--- config.mk ---
export PLATFORM = sky130hd
export DESIGN_NAME = prci_top
export DESIGN_NICKNAME = d
export VERILOG_FILES = /design/src/hw/prci_pkg.sv /design/src/hw/prci_evq_if.sv /design/src/hw/prci_apb_regs.sv /design/src/hw/prci_event_fifo.sv /design/src/hw/prci_reset_seq.sv /design/src/hw/prci_top.sv
export SDC_FILE = /design/constraint.sdc
export NUM_CORES = 1
export LEC_CHECK = 0
export BUFFER_PORTS_ARGS = -buffer_cell sky130_fd_sc_hd__buf_2
export CAP_MARGIN = 15
export CORE_MARGIN = 2
export CORE_UTILIZATION = 59
export CTS_CLUSTER_DIAMETER = 60
export DETAILED_ROUTE_END_ITERATION = 8
export PLACE_DENSITY = 0.82
export SLEW_MARGIN = 30
export SYNTH_ARGS = -nofsm -noshare
export SYNTH_HDL_FRONTEND = slang
export SYNTH_SLANG_ARGS = --single-unit
export TNS_END_PERCENT = 100
--- constraint.sdc ---
create_clock -name i_clk -period 3.8 [get_ports i_clk]
set_input_delay 0.57 -clock i_clk [delete_from_list [all_inputs] [get_ports i_clk]]
set_output_delay 0.57 -clock i_clk [all_outputs]
set_load 0.01 [all_outputs]
--- src/hw/prci_pkg.sv ---
package prci_pkg;

  // Width of the free-running time stamp
  localparam int PRCI_STAMP_W = 16;

  // Kinds of logged events
  typedef enum logic [2:0] {
    EV_NONE       = 3'd0,
    EV_SYS_LOCK   = 3'd1,
    EV_SYS_UNLOCK = 3'd2,
    EV_DDR_LOCK   = 3'd3,
    EV_DDR_UNLOCK = 3'd4,
    EV_SW_RESET   = 3'd5,
    EV_DMI_RESET  = 3'd6
  } prci_ev_code_e;

  // One log entry, 19 bits
  typedef struct packed {
    prci_ev_code_e           code;
    logic [PRCI_STAMP_W-1:0] stamp;
  } prci_event_t;

  // APB register map, byte addresses
  localparam logic [11:0] REG_STATUS  = 12'h000;
  localparam logic [11:0] REG_EVENT   = 12'h004;
  localparam logic [11:0] REG_CONTROL = 12'h008;
  localparam logic [11:0] REG_RSTCNT  = 12'h00C;

  // STATUS bits
  localparam int ST_SYS_LOCK = 0;
  localparam int ST_DDR_LOCK = 1;
  localparam int ST_SYS_NRST = 2;
  localparam int ST_EV_AVAIL = 3;
  localparam int ST_OVERFLOW = 4;

  // CONTROL bits, write-only strobes
  localparam int CT_SW_RESET = 0;
  localparam int CT_CLR_OVF  = 1;

  // EVENT register layout
  localparam int EVR_VALID   = 31;
  localparam int EVR_CODE_LO = 16;

endpackage

--- src/hw/prci_evq_if.sv ---
`timescale 1ns/100ps

// Read side of the event queue
interface prci_evq_if #(
  parameter type T_ITEM = logic
);

  // Strobes from the reader
  logic  pop;
  logic  clr_ovf;

  // Head entry, valid while empty is low
  T_ITEM item;
  logic  empty;
  // Sticky until clr_ovf
  logic  overflow;

  modport fifo_side (
    input  pop,
    input  clr_ovf,
    output item,
    output empty,
    output overflow
  );

  modport reader_side (
    output pop,
    output clr_ovf,
    input  item,
    input  empty,
    input  overflow
  );

endinterface

--- src/hw/prci_apb_regs.sv ---
`timescale 1ns/100ps

module prci_apb_regs (
  input  logic        i_clk,
  input  logic        i_arst_n,
  input  logic        i_psel,
  input  logic        i_penable,
  input  logic        i_pwrite,
  input  logic [11:0] i_paddr,
  input  logic [31:0] i_pwdata,
  output logic [31:0] o_prdata,
  output logic        o_pready,
  output logic        o_pslverr,
  input  logic        i_sys_lock_s,
  input  logic        i_ddr_lock_s,
  input  logic        i_sys_nrst,
  input  logic        i_sys_rst_start,
  output logic        o_sw_reset_req,
  prci_evq_if.reader_side q
);

  import prci_pkg::*;

  logic        access;
  logic        rd_access;
  logic        wr_access;
  logic        addr_ok;
  logic        clr_ovf_q;
  logic [31:0] status_word;
  logic [31:0] event_word;
  logic [31:0] rst_cnt;

  // Access phase of a transfer
  assign access    = i_psel && i_penable;
  assign rd_access = access && !i_pwrite;
  assign wr_access = access && i_pwrite;
  assign addr_ok   = (i_paddr == REG_STATUS) || (i_paddr == REG_EVENT) ||
                     (i_paddr == REG_CONTROL) || (i_paddr == REG_RSTCNT);

  // Zero wait states
  assign o_pready  = 1'b1;
  assign o_pslverr = access && !addr_ok;

  always_comb begin
    status_word              = '0;
    status_word[ST_SYS_LOCK] = i_sys_lock_s;
    status_word[ST_DDR_LOCK] = i_ddr_lock_s;
    status_word[ST_SYS_NRST] = i_sys_nrst;
    status_word[ST_EV_AVAIL] = !q.empty;
    status_word[ST_OVERFLOW] = q.overflow;
  end

  // All zeros when nothing is logged
  always_comb begin
    event_word = '0;
    if (!q.empty) begin
      event_word[EVR_VALID]                                = 1'b1;
      event_word[EVR_CODE_LO +: $bits(prci_ev_code_e)]     = q.item.code;
      event_word[PRCI_STAMP_W-1:0]                         = q.item.stamp;
    end
  end

  always_comb begin
    o_prdata = '0;
    if (rd_access) begin
      case (i_paddr)
        REG_STATUS: o_prdata = status_word;
        REG_EVENT:  o_prdata = event_word;
        REG_RSTCNT: o_prdata = rst_cnt;
        default:    o_prdata = '0;
      endcase
    end
  end

  // Head leaves the queue in the same access phase that returns it
  assign q.pop = rd_access && (i_paddr == REG_EVENT) && !q.empty;

  assign q.clr_ovf = clr_ovf_q;

  always_ff @(posedge i_clk or negedge i_arst_n) begin
    if (!i_arst_n) begin
      o_sw_reset_req <= 1'b0;
      clr_ovf_q      <= 1'b0;
    end else begin
      o_sw_reset_req <= wr_access && (i_paddr == REG_CONTROL) && i_pwdata[CT_SW_RESET];
      clr_ovf_q      <= wr_access && (i_paddr == REG_CONTROL) && i_pwdata[CT_CLR_OVF];
    end
  end

  // Saturating count of system reset assertions
  always_ff @(posedge i_clk or negedge i_arst_n) begin
    if (!i_arst_n) begin
      rst_cnt <= '0;
    end else if (i_sys_rst_start && (rst_cnt != '1)) begin
      rst_cnt <= rst_cnt + 1'b1;
    end
  end

endmodule

--- src/hw/prci_event_fifo.sv ---
`timescale 1ns/100ps

module prci_event_fifo #(
  parameter type T_ITEM   = logic,
  parameter int  EV_DEPTH = 8
) (
  input  logic  i_clk,
  input  logic  i_arst_n,
  input  logic  i_push,
  input  T_ITEM i_item,
  prci_evq_if.fifo_side q
);

  localparam int AW = $clog2(EV_DEPTH);

  T_ITEM       mem [EV_DEPTH];
  // Extra MSB tells full from empty
  logic [AW:0] wr_ptr;
  logic [AW:0] rd_ptr;
  logic        full;
  logic        do_push;
  logic        do_pop;
  logic        ovf_q;

  assign q.empty  = (wr_ptr == rd_ptr);
  assign full     = (wr_ptr[AW] != rd_ptr[AW]) &&
                    (wr_ptr[AW-1:0] == rd_ptr[AW-1:0]);

  // A push into a full buffer is lost
  assign do_push  = i_push && !full;
  assign do_pop   = q.pop && !q.empty;

  assign q.item     = mem[rd_ptr[AW-1:0]];
  assign q.overflow = ovf_q;

  always_ff @(posedge i_clk) begin
    if (do_push) begin
      mem[wr_ptr[AW-1:0]] <= i_item;
    end
  end

  always_ff @(posedge i_clk or negedge i_arst_n) begin
    if (!i_arst_n) begin
      wr_ptr <= '0;
      rd_ptr <= '0;
    end else begin
      if (do_push) begin
        wr_ptr <= wr_ptr + 1'b1;
      end
      if (do_pop) begin
        rd_ptr <= rd_ptr + 1'b1;
      end
    end
  end

  // Sticky drop flag, a new drop wins over a clear
  always_ff @(posedge i_clk or negedge i_arst_n) begin
    if (!i_arst_n) begin
      ovf_q <= 1'b0;
    end else if (i_push && full) begin
      ovf_q <= 1'b1;
    end else if (q.clr_ovf) begin
      ovf_q <= 1'b0;
    end
  end

endmodule

--- src/hw/prci_reset_seq.sv ---
`timescale 1ns/100ps

module prci_reset_seq #(
  parameter int RST_HOLD = 16
) (
  input  logic                  i_clk,
  input  logic                  i_arst_n,
  input  logic                  i_sys_locked,
  input  logic                  i_ddr_locked,
  input  logic                  i_dmireset,
  input  logic                  i_sw_reset_req,
  output logic                  o_sys_nrst,
  output logic                  o_dbg_nrst,
  output logic                  o_sys_lock_s,
  output logic                  o_ddr_lock_s,
  output logic                  o_sys_rst_start,
  output logic                  o_ev_push,
  output prci_pkg::prci_event_t o_ev
);

  import prci_pkg::*;

  localparam int HOLD_W = $clog2(RST_HOLD + 1);

  logic                    sys_meta;
  logic                    sys_s;
  logic                    sys_q;
  logic                    ddr_meta;
  logic                    ddr_s;
  logic                    ddr_q;
  logic                    dbg_meta;
  logic                    cause;
  logic [HOLD_W-1:0]       hold_cnt;
  logic [PRCI_STAMP_W-1:0] stamp_cnt;
  prci_ev_code_e           ev_code;

  // Two-flop synchronizers plus one stage of history for edge detection
  always_ff @(posedge i_clk or negedge i_arst_n) begin
    if (!i_arst_n) begin
      sys_meta <= 1'b0;
      sys_s    <= 1'b0;
      sys_q    <= 1'b0;
      ddr_meta <= 1'b0;
      ddr_s    <= 1'b0;
      ddr_q    <= 1'b0;
    end else begin
      sys_meta <= i_sys_locked;
      sys_s    <= sys_meta;
      sys_q    <= sys_s;
      ddr_meta <= i_ddr_locked;
      ddr_s    <= ddr_meta;
      ddr_q    <= ddr_s;
    end
  end

  assign o_sys_lock_s = sys_s;
  assign o_ddr_lock_s = ddr_s;

  // Debug reset only follows the power-on reset
  always_ff @(posedge i_clk or negedge i_arst_n) begin
    if (!i_arst_n) begin
      dbg_meta   <= 1'b0;
      o_dbg_nrst <= 1'b0;
    end else begin
      dbg_meta   <= 1'b1;
      o_dbg_nrst <= dbg_meta;
    end
  end

  assign cause = !sys_s || !ddr_s || i_sw_reset_req || i_dmireset;

  // Hold counter reloads while any cause is present
  always_ff @(posedge i_clk or negedge i_arst_n) begin
    if (!i_arst_n) begin
      hold_cnt        <= HOLD_W'(RST_HOLD);
      o_sys_nrst      <= 1'b0;
      o_sys_rst_start <= 1'b0;
    end else begin
      o_sys_rst_start <= cause && o_sys_nrst;
      if (cause) begin
        hold_cnt   <= HOLD_W'(RST_HOLD);
        o_sys_nrst <= 1'b0;
      end else if (hold_cnt != '0) begin
        hold_cnt <= hold_cnt - 1'b1;
      end else begin
        o_sys_nrst <= 1'b1;
      end
    end
  end

  // Only the highest priority event of a cycle gets logged
  always_comb begin
    ev_code = EV_NONE;
    if (sys_s != sys_q) begin
      ev_code = sys_s ? EV_SYS_LOCK : EV_SYS_UNLOCK;
    end else if (ddr_s != ddr_q) begin
      ev_code = ddr_s ? EV_DDR_LOCK : EV_DDR_UNLOCK;
    end else if (i_dmireset) begin
      ev_code = EV_DMI_RESET;
    end else if (i_sw_reset_req) begin
      ev_code = EV_SW_RESET;
    end
  end

  always_ff @(posedge i_clk or negedge i_arst_n) begin
    if (!i_arst_n) begin
      stamp_cnt <= '0;
      o_ev_push <= 1'b0;
    end else begin
      stamp_cnt <= stamp_cnt + 1'b1;
      o_ev_push <= (ev_code != EV_NONE);
    end
  end

  always_ff @(posedge i_clk) begin
    if (ev_code != EV_NONE) begin
      o_ev.code  <= ev_code;
      o_ev.stamp <= stamp_cnt;
    end
  end

endmodule

--- src/hw/prci_top.sv ---
`timescale 1ns/100ps

module prci_top #(
  parameter int RST_HOLD = 16,
  parameter int EV_DEPTH = 8
) (
  input  logic        i_clk,
  input  logic        i_arst_n,
  input  logic        i_dmireset,
  input  logic        i_sys_locked,
  input  logic        i_ddr_locked,
  input  logic        i_psel,
  input  logic        i_penable,
  input  logic        i_pwrite,
  input  logic [11:0] i_paddr,
  input  logic [31:0] i_pwdata,
  output logic [31:0] o_prdata,
  output logic        o_pready,
  output logic        o_pslverr,
  output logic        o_sys_nrst,
  output logic        o_dbg_nrst
);

  import prci_pkg::*;

  logic        sys_lock_s;
  logic        ddr_lock_s;
  logic        sys_rst_start;
  logic        sw_reset_req;
  logic        ev_push;
  prci_event_t ev;

  // Event queue between FIFO and register block
  prci_evq_if #(.T_ITEM(prci_event_t)) evq ();

  prci_reset_seq #(
    .RST_HOLD(RST_HOLD)
  ) reset_seq_inst (
    .i_clk          (i_clk),
    .i_arst_n       (i_arst_n),
    .i_sys_locked   (i_sys_locked),
    .i_ddr_locked   (i_ddr_locked),
    .i_dmireset     (i_dmireset),
    .i_sw_reset_req (sw_reset_req),
    .o_sys_nrst     (o_sys_nrst),
    .o_dbg_nrst     (o_dbg_nrst),
    .o_sys_lock_s   (sys_lock_s),
    .o_ddr_lock_s   (ddr_lock_s),
    .o_sys_rst_start(sys_rst_start),
    .o_ev_push      (ev_push),
    .o_ev           (ev)
  );

  prci_event_fifo #(
    .T_ITEM  (prci_event_t),
    .EV_DEPTH(EV_DEPTH)
  ) event_fifo_inst (
    .i_clk   (i_clk),
    .i_arst_n(i_arst_n),
    .i_push  (ev_push),
    .i_item  (ev),
    .q       (evq.fifo_side)
  );

  prci_apb_regs apb_regs_inst (
    .i_clk          (i_clk),
    .i_arst_n       (i_arst_n),
    .i_psel         (i_psel),
    .i_penable      (i_penable),
    .i_pwrite       (i_pwrite),
    .i_paddr        (i_paddr),
    .i_pwdata       (i_pwdata),
    .o_prdata       (o_prdata),
    .o_pready       (o_pready),
    .o_pslverr      (o_pslverr),
    .i_sys_lock_s   (sys_lock_s),
    .i_ddr_lock_s   (ddr_lock_s),
    .i_sys_nrst     (o_sys_nrst),
    .i_sys_rst_start(sys_rst_start),
    .o_sw_reset_req (sw_reset_req),
    .q              (evq.reader_side)
  );

endmodule

==> summary.md <==
The count of fill cells added during filler insertion is 1042. On the critical path the largest part of the delay comes from multiplexers. The floorplan step set the die height to 135 um.

0 antenna diodes ended up in the layout. The run gives 0 as the initial antenna violation count. The run gives 0 ps as the final total negative setup slack. The data arrival at the endpoint of the critical path was 2920 ps; the synthesized-area fraction occupied by and/or/nand/nor cells was 10.8%. Registers take 7010 um2. Number of setup buffers added after CTS: 0. The critical path goes through buf_12 -> mux4_2 -> mux2_2 -> a22oi_1 -> nor2_1 -> buf_2. After synthesis the netlist holds a flip-flop and latch count of 246. Synthesis instantiated 53 different standard cells from the library.

Portion of netlist area occupied by mux cells: 11.0%. The tool flagged a number of max-cap violations equal to 0. For the synthesized instance count, the log shows 628. The width of the die is 135 um.

The detail route stage leaves a number of antenna-violating nets equal to 0. The worst setup path is launched from a flop. The share of layout cells above drive strength 1 is 25.8%, and the power density over the cells is 601 nW/um2.

After floorplanning, the core was divided into 48 placement rows. Critical path endpoint category: an output pin. Clock-pin slew was measured on the worst setup and hold paths at 70 ps. The logs give 40.0% for the share of power burned in the clock network and 0.00448 uW for the static power due to leakage. The synthesized netlist devotes 2.35% of its cell area to compound gates. The number of pins with negative max-slew slack in the final report came out at 0. The initial core utilization is 59.6%.

Registers are responsible for 50.5% of the overall power. Along the worst path, the maximum fanout reaches 22. The instance area at placement came out at 10800 um2.

The clock reaches the later pin of the worst-skew pair after 530 ps. Setup repair after global routing left no endpoint under its margin. In the global route stage, overall resource usage came out at 24.0%. The slowest stage of the critical path is the sky130_fd_sc_hd__dfrtp_2 cell.

For this run, the leading register cell type out of synthesis is sky130_fd_sc_hd__edfxtp_1. Dividing the detail-routed wire length by the instance count gives 22.6 um. The share of synthesized cell area in full adder, half adder and majority cells is 0.910%, and the share of synthesized flip-flops with an asynchronous set or reset is 30.5%. The logs give 0 for the number of hold violations in the final report and 6 for the number of detailed-route iterations in the first pass. The pin count of the biggest net entering global routing was 76. In the routed design, unresolved DRC markers number 0. The relative contribution of combinational cells to total power came out at 9.6%. The number of hold buffers added after CTS was 0. The synthesized design contains 171 enable-type register cells. The shortest period the worst path allows was 3490 ps; the part of the Yosys area used for sequential elements was 68.9%. The cell area after technology mapping came out at 10200 um2. The logs give 1 for the number of H-tree branching levels and 0 for the final count of negative-setup-slack endpoints. Of the total power, the share spent switching nets is 23.1%. The run finished with clean final reports.

The placed instance count was 901. Ranked by total cell area, the synthesized netlist is headed by sky130_fd_sc_hd__edfxtp_1 50%, sky130_fd_sc_hd__dfrtp_1 18%, sky130_fd_sc_hd__mux4_2 8.4%. The mean instance size in the synthesized netlist is 16.2 um2. The min-delay analysis places its worst path in the category input pin to asynchronous set/reset pin. At the end of the flow, the number of nets in the layout was 759. Final clock period utilization by the worst path: 91.8%. At the end of the flow the core is filled with cells to 68.7%. Of the total synthesized cell area, the portion taken by XOR and XNOR cells is 4.56%.

The number of buffers on the longest clock path came out at 3. The worst register-to-register path has a depth of 6. The count of input and output buffers works out to 56. The logs give 1630 uW for the net switching power and 17100 um2 for the floorplan core area. The weighted congestion reported at the end of routability-driven placement was 0.844.

By area, the combinational part of the netlist is dominated by multiplexers. Across the VDD grid, the largest voltage drop is 0.000358 V. Compared with the post-synthesis result, the final layout area differs by 15.2%. The worst setup path is of the flop to output pin kind. Footprint of the multi-input gates: 3030 um2. The TritonCTS sink count is 246.

The floorplan step defined a die boundary enclosing 18300 um2. The clock buffer count from CTS came out at 24. After global routing the overflow that remains totals 0.

The top cell type by area accounts for 50.5% of the synthesized area. The count of cells resized by post-cts repair was 0. In the routed layout, each cell is associated on average with a via count of 6.05. The iteration-0 DRC count of the detailed router is 440. Number of global-route vias before repair: 5838. Counting both buffers and inverters, the worst setup path holds a total of 2. The total power was 7040 uW; the setup clock skew after layout was 23.8 ps.

After routing the design area is 11700 um2. The transition time of the tightest slew-check pin works out to 818 ps. The internal portion of the total power is 5410 uW. Excluding fillers, the count of instances in the completed layout stands at 945. The largest single stage delay on the critical path is 810 ps. The worst pin sits at a relative slew slack of 45.2%.

Of all cell types, the one taking the most synthesized area is sky130_fd_sc_hd__edfxtp_1. The first global-routing pass estimated 33200 um of wire. For the aggregate routed wire length, the log shows 21300 um. 88 I/O pins were placed. For the maximum operating frequency, the log shows 287 MHz. Summing over every cut layer, the via total after detailed routing is 5713. TritonCTS built the clock tree. The setup check on the worst reg-to-reg path leaves a slack of 1010 ps. The tools report the worst endpoint required time as 3230 ps. Critical register-to-register path startpoint: event_fifo_inst.rd_ptr[1]$_DFFE_PN0P_. In this run the critical register-to-register path is captured at event_fifo_inst.mem[2][7]$_DFFE_PP_. The run gives 12500 um as the half-perimeter wire length after placement. In this run the number of cells on the critical path is 6. The cell chosen for the clock root is sky130_fd_sc_hd__clkbuf_16. The Yosys step of the flow raised 0 warnings.
state kept, by name, summed over array words and instances, names as in the netlist, 4 cells and up:
signal / flops
reset_seq_inst.hold_cnt: 5
apb_regs_inst.rst_cnt: 32
event_fifo_inst.wr_ptr: 4
event_fifo_inst.mem: 152
reset_seq_inst.o_ev: 19
reset_seq_inst.stamp_cnt: 16
event_fifo_inst.rd_ptr: 4
power by group through the flow:
| stage | Clock, uW | Combinational (uW) | Sequential (uW) |
|---|---|---|---|
| floorplan | 0 | 413 | 3510 |
| global placement | 0 | 647 | 3530 |
| detailed placement | 0 | 662 | 3580 |
| CTS | 2840 | 681 | 3550 |
| global route | 2940 | 724 | 3590 |
| finish | 2810 | 674 | 3550 |
cell usage after synthesis (2+ instances only):
cell type	n
sky130_fd_sc_hd__mux4_2	38
sky130_fd_sc_hd__buf_4	5
sky130_fd_sc_hd__nand4b_1	3
sky130_fd_sc_hd__nand2b_1	2
sky130_fd_sc_hd__nor3_1	14
sky130_fd_sc_hd__o22ai_1	6
sky130_fd_sc_hd__dfrtp_1	74
sky130_fd_sc_hd__mux2_2	15
sky130_fd_sc_hd__nor2_1	54
sky130_fd_sc_hd__clkbuf_1	10
sky130_fd_sc_hd__nor4_1	2
sky130_fd_sc_hd__edfxtp_1	171
sky130_fd_sc_hd__and4_1	3
sky130_fd_sc_hd__nand4_2	2
sky130_fd_sc_hd__maj3_1	3
sky130_fd_sc_hd__or2_2	2
sky130_fd_sc_hd__xnor2_1	28
sky130_fd_sc_hd__a22oi_1	19
sky130_fd_sc_hd__a21oi_1	4
sky130_fd_sc_hd__mux2_1	2
sky130_fd_sc_hd__inv_1	9
sky130_fd_sc_hd__xor2_1	25
sky130_fd_sc_hd__and3_1	10
sky130_fd_sc_hd__mux2i_1	7
sky130_fd_sc_hd__and2_1	18
sky130_fd_sc_hd__ha_1	5
sky130_fd_sc_hd__nor4_2	2
sky130_fd_sc_hd__a31oi_1	2
sky130_fd_sc_hd__nand3b_1	3
sky130_fd_sc_hd__nand3_1	16
sky130_fd_sc_hd__nand2_1	22
sky130_fd_sc_hd__nand4_1	13
sky130_fd_sc_hd__nor2b_1	10
sky130_fd_sc_hd__or3_1	3
sky130_fd_sc_hd__buf_2	8
through the flow:
step | setup slack (ps) | hold WS (ps)
after floorplan | 845 | 274
after global placement | 794 | 336
after detailed placement | 676 | 339
after CTS | 258 | 154
after global routing | 102 | 142
final | 312 | 80.4
placed cells by master (no fill, tap or decap), types with 10 or more instances in the layout:
cell type,count
sky130_fd_sc_hd__xnor2_1,28
sky130_fd_sc_hd__xor2_1,25
sky130_fd_sc_hd__buf_4,12
sky130_fd_sc_hd__nor2b_1,10
sky130_fd_sc_hd__nand2_1,22
sky130_fd_sc_hd__nand4_1,13
sky130_fd_sc_hd__nor2_1,54
sky130_fd_sc_hd__nor3_1,12
sky130_fd_sc_hd__and3_1,10
sky130_fd_sc_hd__nand3_1,16
sky130_fd_sc_hd__dfrtp_1,73
sky130_fd_sc_hd__buf_2,55
sky130_fd_sc_hd__and2_1,18
sky130_fd_sc_hd__edfxtp_1,171
sky130_fd_sc_hd__mux4_2,38
sky130_fd_sc_hd__mux2_2,15
sky130_fd_sc_hd__a22oi_1,19
sky130_fd_sc_hd__clkbuf_16,25
routing by layer:
layer / part of all wire [%] / global-route usage, % / wire length, um
met3: 6.2 / 4.30 / 1330
met4: 2.2 / 6.89 / 473
met5: 0 / 0 / 0
met2: 52 / 42.5 / 11200
met1: 39 / 30.8 / 8390
final cells by class:
cell class                 instances  area share (%)
timing repair buffer              70            3.55
clock inverter                    18            2.73
sequential                       246            59.8
tap                              225            2.40
multi-input combinational        351            25.8
clock buffer                      26            5.37
inverter                           9           0.288
cell families after synthesis:
group,after synthesis
buffers and inverters,32
AOI/OAI and AO/OA,34
xor gates and xnor gates,53
other,1
muxes,62
DFF,246
and+or+nand+nor,192
adders and majority gates,8
worst max path at each step:
stage                                               start                                   to
floorplan           event_fifo_inst.rd_ptr[1]$_DFFE_PN0P_  event_fifo_inst.mem[0][0]$_DFFE_PP_
global placement                               i_paddr[7]                          o_prdata[0]
detailed placement                             i_paddr[7]                          o_prdata[1]
CTS                 event_fifo_inst.rd_ptr[1]$_DFFE_PN0P_                          o_prdata[4]
global route        event_fifo_inst.rd_ptr[1]$_DFFE_PN0P_                          o_prdata[4]
finish              event_fifo_inst.rd_ptr[1]$_DFFE_PN0P_                          o_prdata[7]
(Power assumes the default switching activity.)
